[src/isa_pkg.sv]
package isa_pkg;

	//////////////////////////////
	// architectural widths
	//////////////////////////////

	// data path width
	parameter int xlen = 32;
	// 32 architectural registers, r0 hardwired to zero
	parameter int reg_idx_w = 5;

	//////////////////////////////
	// alu opcodes
	//////////////////////////////

	typedef enum logic [2:0] {
		op_add  = 3'd0,
		op_sub  = 3'd1,
		op_and  = 3'd2,
		op_or   = 3'd3,
		op_xor  = 3'd4,
		op_slt  = 3'd5,  // signed compare
		op_sll  = 3'd6,  // shift by b[4:0]
		op_addi = 3'd7   // b is the immediate
	} alu_op_e;

endpackage

[src/uarch_pkg.sv]
package uarch_pkg;

	// reorder buffer entry life cycle
	typedef enum logic [1:0] {
		rob_empty = 2'd0,
		rob_busy  = 2'd1,
		rob_done  = 2'd2
	} rob_state_e;

	// where issue found an operand
	// src_bus means the value comes off the result bus,
	// either in the issue cycle or later through wake-up
	typedef enum logic [1:0] {
		src_regfile = 2'd0,
		src_rob     = 2'd1,
		src_bus     = 2'd2
	} opnd_src_e;

endpackage

[src/alu_unit.sv]
`timescale 1ns/1ps

module alu_unit import isa_pkg::*; #(
	parameter int rob_depth = 8
) (
	input  logic                          clock,
	input  logic                          reset,
	input  logic                          dispatch_valid,
	input  alu_op_e                       dispatch_op,
	input  logic [xlen-1:0]               dispatch_a,
	input  logic [xlen-1:0]               dispatch_b,
	input  logic [$clog2(rob_depth)-1:0]  dispatch_tag,
	output logic                          bus_valid,
	output logic [$clog2(rob_depth)-1:0]  bus_tag,
	output logic [xlen-1:0]               bus_value
);

	logic [xlen-1:0] result;

	always_comb begin
		case (dispatch_op)
			op_add, op_addi: result = dispatch_a + dispatch_b;
			op_sub:  result = dispatch_a - dispatch_b;
			op_and:  result = dispatch_a & dispatch_b;
			op_or:   result = dispatch_a | dispatch_b;
			op_xor:  result = dispatch_a ^ dispatch_b;
			op_slt:  result = {{(xlen - 1){1'b0}}, $signed(dispatch_a) < $signed(dispatch_b)};
			op_sll:  result = dispatch_a << dispatch_b[4:0];
			default: result = '0;
		endcase
	end

	// result bus, one cycle per dispatch
	always_ff @(posedge clock) begin
		if (reset) begin
			bus_valid <= 1'b0;
		end else begin
			bus_valid <= dispatch_valid;
		end
	end

	always_ff @(posedge clock) begin
		bus_tag <= dispatch_tag;
		bus_value <= result;
	end

endmodule

[src/issue_stage.sv]
`timescale 1ns/1ps

module issue_stage import isa_pkg::*, uarch_pkg::*; #(
	parameter int rob_depth = 8
) (
	input  logic                          clock,
	input  logic                          reset,
	input  logic                          inst_valid,
	input  alu_op_e                       inst_op,
	input  logic [reg_idx_w-1:0]          inst_rd,
	input  logic [reg_idx_w-1:0]          inst_rs1,
	input  logic [reg_idx_w-1:0]          inst_rs2,
	input  logic [xlen-1:0]               inst_imm,
	input  logic                          rob_full,
	input  logic                          rs_full,
	input  logic                          map_busy_a,
	input  logic                          map_busy_b,
	input  logic [$clog2(rob_depth)-1:0]  map_tag_a,
	input  logic [$clog2(rob_depth)-1:0]  map_tag_b,
	input  logic                          read_done_a,
	input  logic                          read_done_b,
	input  logic [xlen-1:0]               read_val_a,
	input  logic [xlen-1:0]               read_val_b,
	input  logic                          bus_valid,
	input  logic [$clog2(rob_depth)-1:0]  bus_tag,
	input  logic [xlen-1:0]               bus_value,
	input  logic                          retire_valid,
	input  logic [reg_idx_w-1:0]          retire_rd,
	input  logic [xlen-1:0]               retire_value,
	output logic                          issue_stall,
	output logic                          alloc_en,
	output alu_op_e                       alloc_op,
	output logic [reg_idx_w-1:0]          alloc_rd,
	output logic [xlen-1:0]               opnd_a,
	output logic [xlen-1:0]               opnd_b,
	output logic [$clog2(rob_depth)-1:0]  opnd_tag_a,
	output logic [$clog2(rob_depth)-1:0]  opnd_tag_b,
	output opnd_src_e                     opnd_src_a,
	output opnd_src_e                     opnd_src_b,
	output logic [$clog2(rob_depth)-1:0]  read_tag_a,
	output logic [$clog2(rob_depth)-1:0]  read_tag_b
);

	localparam int tag_w = $clog2(rob_depth);
	localparam int num_regs = 1 << reg_idx_w;

	logic [xlen-1:0] regs [num_regs];
	logic [xlen-1:0] rf_a;
	logic [xlen-1:0] rf_b;

	// not renamed -> regfile, finished in rob -> rob, else wait on bus
	function automatic opnd_src_e pick_src(input logic busy, input logic done);
		if (!busy)
			return src_regfile;
		else if (done)
			return src_rob;
		return src_bus;
	endfunction

	function automatic logic [xlen-1:0] pick_val(
		input opnd_src_e        src,
		input logic [xlen-1:0]  rf_val,
		input logic [xlen-1:0]  rob_val,
		input logic [tag_w-1:0] tag
	);
		case (src)
			src_regfile: return rf_val;
			src_rob:     return rob_val;
			// producer broadcasting right now
			default:     return (bus_valid && bus_tag == tag) ? bus_value : '0;
		endcase
	endfunction

	//////////////////////////////
	// stall and allocation
	//////////////////////////////

	assign issue_stall = rob_full || rs_full;
	assign alloc_en = inst_valid && !issue_stall;
	assign alloc_op = inst_op;
	assign alloc_rd = inst_rd;

	// rob lookup follows the map table
	assign read_tag_a = map_tag_a;
	assign read_tag_b = map_tag_b;

	//////////////////////////////
	// register file
	//////////////////////////////

	// bypass a retiring write, r0 stays zero
	assign rf_a = (retire_valid && retire_rd == inst_rs1 && inst_rs1 != '0) ?
		retire_value : regs[inst_rs1];
	assign rf_b = (retire_valid && retire_rd == inst_rs2 && inst_rs2 != '0) ?
		retire_value : regs[inst_rs2];

	always_ff @(posedge clock) begin
		if (reset) begin
			for (int i = 0; i < num_regs; i++) begin
				regs[i] <= '0;
			end
		end else if (retire_valid && retire_rd != '0) begin
			regs[retire_rd] <= retire_value;
		end
	end

	//////////////////////////////
	// operand select
	//////////////////////////////

	always_comb begin
		opnd_src_a = pick_src(map_busy_a, read_done_a);
		opnd_a = pick_val(opnd_src_a, rf_a, read_val_a, map_tag_a);
		opnd_tag_a = map_tag_a;
		// addi takes the immediate, always ready
		if (inst_op == op_addi) begin
			opnd_src_b = src_regfile;
			opnd_b = inst_imm;
		end else begin
			opnd_src_b = pick_src(map_busy_b, read_done_b);
			opnd_b = pick_val(opnd_src_b, rf_b, read_val_b, map_tag_b);
		end
		opnd_tag_b = map_tag_b;
	end

endmodule

[src/map_table.sv]
`timescale 1ns/1ps

module map_table import isa_pkg::*; #(
	parameter int rob_depth = 8
) (
	input  logic                          clock,
	input  logic                          reset,
	input  logic                          alloc_en,
	input  logic [reg_idx_w-1:0]          alloc_rd,
	input  logic [$clog2(rob_depth)-1:0]  alloc_tag,
	input  logic [reg_idx_w-1:0]          inst_rs1,
	input  logic [reg_idx_w-1:0]          inst_rs2,
	input  logic                          retire_valid,
	input  logic [reg_idx_w-1:0]          retire_rd,
	input  logic [$clog2(rob_depth)-1:0]  retire_tag,
	output logic                          map_busy_a,
	output logic                          map_busy_b,
	output logic [$clog2(rob_depth)-1:0]  map_tag_a,
	output logic [$clog2(rob_depth)-1:0]  map_tag_b
);

	localparam int tag_w = $clog2(rob_depth);
	localparam int num_regs = 1 << reg_idx_w;

	// busy bit per register plus the producing rob tag
	logic             busy [num_regs];
	logic [tag_w-1:0] tags [num_regs];

	always_ff @(posedge clock) begin
		if (reset) begin
			for (int i = 0; i < num_regs; i++) begin
				busy[i] <= 1'b0;
			end
		end else begin
			// clear only if no younger rename replaced it
			if (retire_valid && busy[retire_rd] && tags[retire_rd] == retire_tag) begin
				busy[retire_rd] <= 1'b0;
			end
			// new rename wins over a same-edge clear
			if (alloc_en && alloc_rd != '0) begin
				busy[alloc_rd] <= 1'b1;
				tags[alloc_rd] <= alloc_tag;
			end
		end
	end

	// source lookups for the instruction at issue
	assign map_busy_a = busy[inst_rs1];
	assign map_busy_b = busy[inst_rs2];
	assign map_tag_a = tags[inst_rs1];
	assign map_tag_b = tags[inst_rs2];

endmodule

[src/ooo_core.sv]
`timescale 1ns/1ps

module ooo_core import isa_pkg::*, uarch_pkg::*; #(
	parameter int rob_depth = 8,
	parameter int rs_depth = 4
) (
	input  logic                  clock,
	input  logic                  reset,
	input  logic                  inst_valid,
	input  alu_op_e               inst_op,
	input  logic [reg_idx_w-1:0]  inst_rd,
	input  logic [reg_idx_w-1:0]  inst_rs1,
	input  logic [reg_idx_w-1:0]  inst_rs2,
	input  logic [xlen-1:0]       inst_imm,
	output logic                  issue_stall,
	output logic                  commit_valid,
	output logic [reg_idx_w-1:0]  commit_rd,
	output logic [xlen-1:0]       commit_data
);

	localparam int tag_w = $clog2(rob_depth);

	// issue to rob, map table and station
	logic alloc_en;
	alu_op_e alloc_op;
	logic [reg_idx_w-1:0] alloc_rd;
	logic [xlen-1:0] opnd_a, opnd_b;
	logic [tag_w-1:0] opnd_tag_a, opnd_tag_b;
	opnd_src_e opnd_src_a, opnd_src_b;
	logic [tag_w-1:0] read_tag_a, read_tag_b;
	// rob and map answers
	logic rob_full, rs_full;
	logic [tag_w-1:0] alloc_tag;
	logic read_done_a, read_done_b;
	logic [xlen-1:0] read_val_a, read_val_b;
	logic map_busy_a, map_busy_b;
	logic [tag_w-1:0] map_tag_a, map_tag_b;
	// execute and result bus
	logic dispatch_valid;
	alu_op_e dispatch_op;
	logic [xlen-1:0] dispatch_a, dispatch_b;
	logic [tag_w-1:0] dispatch_tag;
	logic bus_valid;
	logic [tag_w-1:0] bus_tag;
	logic [xlen-1:0] bus_value;
	// retire
	logic retire_valid;
	logic [reg_idx_w-1:0] retire_rd;
	logic [tag_w-1:0] retire_tag;
	logic [xlen-1:0] retire_value;

	assign commit_valid = retire_valid;
	assign commit_rd = retire_rd;
	assign commit_data = retire_value;

	issue_stage #(.rob_depth(rob_depth)) u_issue (.*);

	map_table #(.rob_depth(rob_depth)) u_map (.*);

	reorder_buffer #(.rob_depth(rob_depth)) u_rob (.*);

	reservation_station #(.rob_depth(rob_depth), .rs_depth(rs_depth)) u_rs (.*);

	alu_unit #(.rob_depth(rob_depth)) u_alu (.*);

endmodule

[src/reorder_buffer.sv]
`timescale 1ns/1ps

module reorder_buffer import isa_pkg::*, uarch_pkg::*; #(
	parameter int rob_depth = 8
) (
	input  logic                          clock,
	input  logic                          reset,
	input  logic                          alloc_en,
	input  logic [reg_idx_w-1:0]          alloc_rd,
	input  logic                          bus_valid,
	input  logic [$clog2(rob_depth)-1:0]  bus_tag,
	input  logic [xlen-1:0]               bus_value,
	input  logic [$clog2(rob_depth)-1:0]  read_tag_a,
	input  logic [$clog2(rob_depth)-1:0]  read_tag_b,
	output logic                          rob_full,
	output logic [$clog2(rob_depth)-1:0]  alloc_tag,
	output logic                          read_done_a,
	output logic                          read_done_b,
	output logic [xlen-1:0]               read_val_a,
	output logic [xlen-1:0]               read_val_b,
	output logic                          retire_valid,
	output logic [reg_idx_w-1:0]          retire_rd,
	output logic [$clog2(rob_depth)-1:0]  retire_tag,
	output logic [xlen-1:0]               retire_value
);

	localparam int tag_w = $clog2(rob_depth);

	rob_state_e           state [rob_depth];
	logic [reg_idx_w-1:0] dest  [rob_depth];
	logic [xlen-1:0]      value [rob_depth];

	logic [tag_w-1:0] head;
	logic [tag_w-1:0] tail;
	logic [tag_w:0]   count;
	logic             retire_fire;
	logic             hit_a;
	logic             hit_b;

	function automatic logic [tag_w-1:0] next_ptr(input logic [tag_w-1:0] ptr);
		return (ptr == tag_w'(rob_depth - 1)) ? '0 : ptr + 1'b1;
	endfunction

	assign rob_full = (count == (tag_w + 1)'(rob_depth));
	assign alloc_tag = tail;
	// in-order retire once the head is finished
	assign retire_fire = (state[head] == rob_done);

	//////////////////////////////
	// operand read ports
	//////////////////////////////

	// the retiring entry is already freed but the map still points at it
	assign hit_a = retire_valid && retire_tag == read_tag_a;
	assign hit_b = retire_valid && retire_tag == read_tag_b;
	assign read_done_a = hit_a || state[read_tag_a] == rob_done;
	assign read_done_b = hit_b || state[read_tag_b] == rob_done;
	// its value stays in place until the slot is written again
	assign read_val_a = value[read_tag_a];
	assign read_val_b = value[read_tag_b];

	//////////////////////////////
	// pointers and entry state
	//////////////////////////////

	always_ff @(posedge clock) begin
		if (reset) begin
			head <= '0;
			tail <= '0;
			count <= '0;
			retire_valid <= 1'b0;
			for (int i = 0; i < rob_depth; i++) begin
				state[i] <= rob_empty;
			end
		end else begin
			// result bus completes an entry
			if (bus_valid) begin
				state[bus_tag] <= rob_done;
			end
			if (retire_fire) begin
				state[head] <= rob_empty;
				head <= next_ptr(head);
			end
			if (alloc_en) begin
				state[tail] <= rob_busy;
				tail <= next_ptr(tail);
			end
			count <= count + (tag_w + 1)'(alloc_en) - (tag_w + 1)'(retire_fire);
			retire_valid <= retire_fire;
		end
	end

	// payload is meaningful only with state
	always_ff @(posedge clock) begin
		if (bus_valid) begin
			value[bus_tag] <= bus_value;
		end
		if (alloc_en) begin
			dest[tail] <= alloc_rd;
		end
		retire_rd <= dest[head];
		retire_tag <= head;
		retire_value <= value[head];
	end

endmodule

[src/reservation_station.sv]
`timescale 1ns/1ps

module reservation_station import isa_pkg::*, uarch_pkg::*; #(
	parameter int rob_depth = 8,
	parameter int rs_depth = 4
) (
	input  logic                          clock,
	input  logic                          reset,
	input  logic                          alloc_en,
	input  alu_op_e                       alloc_op,
	input  logic [$clog2(rob_depth)-1:0]  alloc_tag,
	input  logic [xlen-1:0]               opnd_a,
	input  logic [xlen-1:0]               opnd_b,
	input  logic [$clog2(rob_depth)-1:0]  opnd_tag_a,
	input  logic [$clog2(rob_depth)-1:0]  opnd_tag_b,
	input  opnd_src_e                     opnd_src_a,
	input  opnd_src_e                     opnd_src_b,
	input  logic                          bus_valid,
	input  logic [$clog2(rob_depth)-1:0]  bus_tag,
	input  logic [xlen-1:0]               bus_value,
	output logic                          rs_full,
	output logic                          dispatch_valid,
	output alu_op_e                       dispatch_op,
	output logic [xlen-1:0]               dispatch_a,
	output logic [xlen-1:0]               dispatch_b,
	output logic [$clog2(rob_depth)-1:0]  dispatch_tag
);

	localparam int tag_w = $clog2(rob_depth);
	// age = number of younger valid entries, never above rs_depth-1
	localparam int age_w = (rs_depth > 1) ? $clog2(rs_depth) : 1;

	logic             valid  [rs_depth];
	alu_op_e          op     [rs_depth];
	logic [tag_w-1:0] dest   [rs_depth];
	logic [xlen-1:0]  val_a  [rs_depth];
	logic [xlen-1:0]  val_b  [rs_depth];
	logic [tag_w-1:0] wait_a [rs_depth];
	logic [tag_w-1:0] wait_b [rs_depth];
	logic             rdy_a  [rs_depth];
	logic             rdy_b  [rs_depth];
	logic [age_w-1:0] age    [rs_depth];

	logic [age_w-1:0] free_idx;
	logic [age_w-1:0] sel_idx;
	logic             free_found;
	logic             sel_found;
	logic             do_alloc;

	//////////////////////////////
	// free slot and oldest ready
	//////////////////////////////

	// lowest free index
	always_comb begin
		free_idx = '0;
		free_found = 1'b0;
		for (int i = rs_depth - 1; i >= 0; i--) begin
			if (!valid[i]) begin
				free_idx = age_w'(i);
				free_found = 1'b1;
			end
		end
	end

	// highest age among ready entries
	always_comb begin
		sel_idx = '0;
		sel_found = 1'b0;
		for (int i = 0; i < rs_depth; i++) begin
			if (valid[i] && rdy_a[i] && rdy_b[i] && (!sel_found || age[i] > age[sel_idx])) begin
				sel_idx = age_w'(i);
				sel_found = 1'b1;
			end
		end
	end

	assign rs_full = !free_found;
	assign do_alloc = alloc_en && free_found;

	assign dispatch_valid = sel_found;
	assign dispatch_op = op[sel_idx];
	assign dispatch_a = val_a[sel_idx];
	assign dispatch_b = val_b[sel_idx];
	assign dispatch_tag = dest[sel_idx];

	//////////////////////////////
	// wake-up, ageing, alloc
	//////////////////////////////

	always_ff @(posedge clock) begin
		if (reset) begin
			for (int i = 0; i < rs_depth; i++) begin
				valid[i] <= 1'b0;
				age[i] <= '0;
			end
		end else begin
			for (int i = 0; i < rs_depth; i++) begin
				// snoop the result bus
				if (valid[i] && !rdy_a[i] && bus_valid && bus_tag == wait_a[i]) begin
					rdy_a[i] <= 1'b1;
					val_a[i] <= bus_value;
				end
				if (valid[i] && !rdy_b[i] && bus_valid && bus_tag == wait_b[i]) begin
					rdy_b[i] <= 1'b1;
					val_b[i] <= bus_value;
				end
				// older than the leaving entry loses one younger
				if (valid[i]) begin
					age[i] <= age[i] + age_w'(do_alloc)
						- age_w'(sel_found && age[i] > age[sel_idx]);
				end
			end
			// dispatch frees the slot
			if (sel_found) begin
				valid[sel_idx] <= 1'b0;
			end
			if (do_alloc) begin
				valid[free_idx] <= 1'b1;
				op[free_idx] <= alloc_op;
				dest[free_idx] <= alloc_tag;
				val_a[free_idx] <= opnd_a;
				val_b[free_idx] <= opnd_b;
				wait_a[free_idx] <= opnd_tag_a;
				wait_b[free_idx] <= opnd_tag_b;
				// a bus hit in the issue cycle is already in opnd
				rdy_a[free_idx] <= (opnd_src_a != src_bus) || (bus_valid && bus_tag == opnd_tag_a);
				rdy_b[free_idx] <= (opnd_src_b != src_bus) || (bus_valid && bus_tag == opnd_tag_b);
				age[free_idx] <= '0;
			end
		end
	end

endmodule

[config.mk]
export PLATFORM = sky130hd
export DESIGN_NAME = ooo_core
export DESIGN_NICKNAME = d
export VERILOG_FILES = /design/src/isa_pkg.sv /design/src/uarch_pkg.sv /design/src/alu_unit.sv /design/src/issue_stage.sv /design/src/map_table.sv /design/src/ooo_core.sv /design/src/reorder_buffer.sv /design/src/reservation_station.sv
export SDC_FILE = /design/constraint.sdc
export NUM_CORES = 2
export LEC_CHECK = 0
export BUFFER_PORTS_ARGS = -buffer_cell sky130_fd_sc_hd__buf_2
export CAP_MARGIN = 20
export CORE_ASPECT_RATIO = 0.9
export CORE_MARGIN = 4
export CORE_UTILIZATION = 50
export CTS_CLUSTER_SIZE = 12
export DETAILED_ROUTE_END_ITERATION = 10
export HOLD_SLACK_MARGIN = 0.06
export PLACE_DENSITY = 0.69
export REMOVE_ABC_BUFFERS = 1
export SYNTH_ARGS = -nofsm -noshare
export SYNTH_HDL_FRONTEND = slang
export SYNTH_SLANG_ARGS = --single-unit
[constraint.sdc]
create_clock -name clock -period 16.4 [get_ports clock]
set_clock_uncertainty 0.05 [all_clocks]
set_input_delay 3.28 -clock clock [delete_from_list [all_inputs] [get_ports clock]]
set_output_delay 3.28 -clock clock [all_outputs]
set_load 0.02 [all_outputs]
==> impl_metrics.yaml <==
sta:
  final.hold.worst_slack_ps: 383.8
  finalCriticalPeriod_ps: 11050
  layout_worst_path_cycle_share_pct: 67.38
  slew_headroom_pct: 19.24
  worst-slew-pin-transition_ps: 1211
  slew_viol_final: 0
  worst_slack_ps: 5350
  fmax_mhz: 90.50
  setup_repair_after_global_routing_missed_its_margin: "false"
  setup_viol: 0
  timing_hold_violations_final: 0
  final.setup.tns_ps: 0
run:
  max-cap-violations: 0
cts:
  cts_sink_count: 1878
  clock_tree.buffer_depth: 3
  cts-hold-fix-buffers: 0
  cts-buffers-inserted: 198
  clk_pin_slew_ps: 70
  count_of_buffers_added_by_post_cts_timing_repair_for_setup: 0
  tritoncts: "done"
  clock_root_buffer_master: "sky130_fd_sc_hd__clkbuf_16"
  htreeDepth: 4
  clock_latency_ps: 880
  postCtsResizedCells: 0
critical_path:
  critical_path_required_ps: 17090
  category_of_the_most_critical_setup_path: "flop to flop"
  slowest_stage: "sky130_fd_sc_hd__o211ai_1"
  crit_path_max_fanout: 44
  cp-start-kind: "flop"
  cp-end-kind: "flop"
  cp.arrival_ps: 11740
  crit_path_max_incr_delay_ps: 660
synthesis:
  seq_area_frac_synth_pct: 52.60
  ys_seq_elements: 1878
  syn_area_per_cell_um2: 12.78
  post_synth_inst_count: 8156
  synth_top_area_share_pct: 49.56
  synth_edf_count: 1720
  prevailing_post_synth_register_cell: "sky130_fd_sc_hd__edfxtp_1"
  netlist-cell-type-count: 90
  yosysWarningCount: 0
  synthDominantAreaCellType: "sky130_fd_sc_hd__edfxtp_1"
  asyncSetResetFlopFracSynth_pct: 0
  synthTopCellsByArea: "sky130_fd_sc_hd__edfxtp_1 (50%), sky130_fd_sc_hd__mux4_2 (15%), sky130_fd_sc_hd__and2_1 (6.0%)"
  mapped_area_um2: 104200
floorplan:
  die-area_um2: 215800
  floorplan_die_width_um: 489.2
  floorplan.core_area_um2: 206600
  io_pins: 92
  die_y_um: 441.1
  site_rows: 158
  effective_utilization_at_floorplan_pct: 50.44
cells_and_area:
  final-instance-count-excl-fill: 10850
  mostFrequentLayoutCell: "sky130_fd_sc_hd__edfxtp_1"
  nets: 8142
  area_growth_pct: 9.781
  layout_common_cells: "sky130_fd_sc_hd__edfxtp_1 (1720), sky130_fd_sc_hd__and2_1 (1003), sky130_fd_sc_hd__mux4_2 (673)"
  drive_gt1_share_pct: 19.08
  layout.filler_cells: 16470
detailed_routing:
  routed-via-count: 75420
  drtAntennaViolNets: 0
  remaining_drc_errors: 0
  drt_pass1_iterations: 8
  routed_wire_length_per_instance_um: 33.93
  route.detailed.vias_per_inst: 6.952
  drt_first_iter_violations: 11780
  detail_route.wirelength_um: 368100
global_routing:
  grt_start_max_net_pins: 157
  track_usage_pct: 33.63
  grt_pass1_wl_um: 523900
  grt_overflow: 0
  antenna_found_initial: 24
  first_global_vias: 73750
place:
  post-place-ws_ps: 5660
  global_placement_routability_congestion: 1.004
  dp.cells: 10470
  buffer_ports.inserted: 91
  hpwl_after_detailed_placement_um: 223700
power:
  power_density_nw_per_um2: 115.7
  ir_worst_vdd_mv: 0.1148
  total_power_uw: 13240
  clkPwrFrac_pct: 33.2
  pwr-share-comb_pct: 22.0
  p_sw_uw: 4141
  sequentialPowerShare_pct: 44.9
  switching_share_pct: 31.29
  power_leakage_uw: 0.04115
  p_int_uw: 9094
status:
  run_status: "finished clean"
worst_hold_path:
  hold_path.class: "flop to flop"
==> power by group through the flow <==
stage / sequential [uW] / combinational (uW) / clock (uW)
after global placement: 6010 / 2780 / 0
final: 5940 / 2910 / 4390
after floorplan: 5970 / 1680 / 0
after CTS: 5930 / 2820 / 4410
after global routing: 5960 / 3090 / 4610
after detailed placement: 6020 / 2810 / 0
==> cell usage after synthesis (90+ instances only) <==
master                        n
sky130_fd_sc_hd__nor2_1     455
sky130_fd_sc_hd__and2_1    1004
sky130_fd_sc_hd__nor2b_1     95
sky130_fd_sc_hd__clkbuf_1   569
sky130_fd_sc_hd__o21ai_0    383
sky130_fd_sc_hd__a21oi_1    352
sky130_fd_sc_hd__a22oi_1    269
sky130_fd_sc_hd__nand2_1    442
sky130_fd_sc_hd__mux4_2     676
sky130_fd_sc_hd__buf_2       90
sky130_fd_sc_hd__mux2i_1    423
sky130_fd_sc_hd__ha_1       128
sky130_fd_sc_hd__buf_1      108
sky130_fd_sc_hd__nand3_1    119
sky130_fd_sc_hd__edfxtp_1  1720
sky130_fd_sc_hd__inv_1      129
sky130_fd_sc_hd__dfxtp_1    158
sky130_fd_sc_hd__a211oi_1   166
==> cell type report <==
class	instances	area, um^2	share of cell area (%)
multi-input cells	5391	46790	40.90
clock inverters	72	670.6	0.5862
diodes	14	35.03	0.03062
flip-flops and latches	1878	54820	47.91
well taps	2720	3403	2.975
inverters	134	505.5	0.4418
clock buffers	285	5563	4.862
repair buffers	355	2616	2.287
==> cell families (layout without fill, tap and decap cells) <==
kind of cell	count (synthesis)	after routing	synth area share, %
AO/OA/AOI/OAI	1637	1637	10.47
multiplexers	1158	1158	19.33
AND/OR/NAND/NOR	2351	2351	11.84
buffers and inverters	921	846	3.499
XOR/XNOR	79	79	0.6640
adder cells (fa/ha/maj)	131	131	1.594
other	1	49	0.003599
flip-flops	1878	1878	52.60
==> path summary, 6_finish.rpt <==
check                        from                  end  slack, ps  depth (start not counted)
setup / recovery   u_rs.age[0][1]  u_alu.bus_value[30]       5350                         36
hold / removal    u_rs.dest[3][1]     u_alu.bus_tag[1]        380                          2
setup reg to reg   u_rs.age[0][1]  u_alu.bus_value[30]       5350                         36
hold reg to reg   u_rs.dest[3][1]     u_alu.bus_tag[1]        380                          2
==> metrics by stage <==
step                      util (%)  area (um^2)
after global routing         55.37       114400
after CTS                    55.30       114200
after detailed placement     52.28       108000
final                        55.38       114400
after floorplan                  -       101200
after global placement       52.26       108000
==> registers in the layout (all words and copies together), names as in the netlist, 12 cells and up, named ones only <==
signal	cells
u_rob.state	16
u_rs.val_b	128
u_rob.dest	40
u_issue.regs	1024
u_rs.wait_b	12
u_rob.value	256
u_rs.dest	12
u_rob.retire_value	32
u_alu.bus_value	32
u_map.tags	96
u_rs.op	12
u_rs.wait_a	12
u_map.busy	32
u_rs.val_a	128
==> routing by layer <==
layer | vias up | global-route usage (%) | part of all wire (%)
li1 | 30820 | - | -
met1 | 37870 | 43.70 | 36
met2 | 5562 | 52.62 | 46
met3 | 1161 | 8.406 | 12
met4 | 2 | 17.38 | 5.8
met5 | - | 0 | 0.0022
==> critical path, delay by kind of cell (launching register included) <==
kind / cells / cell delay (ps)
muxes: 1 / 80
and+or+nand+nor: 8 / 1160
DFF: 1 / 330
AOI/OAI and AO/OA: 17 / 5760
buffers and inverters: 6 / 2250
adders and majority gates: 4 / 1210
No activity file was read; power rests on OpenSTA's default activity.
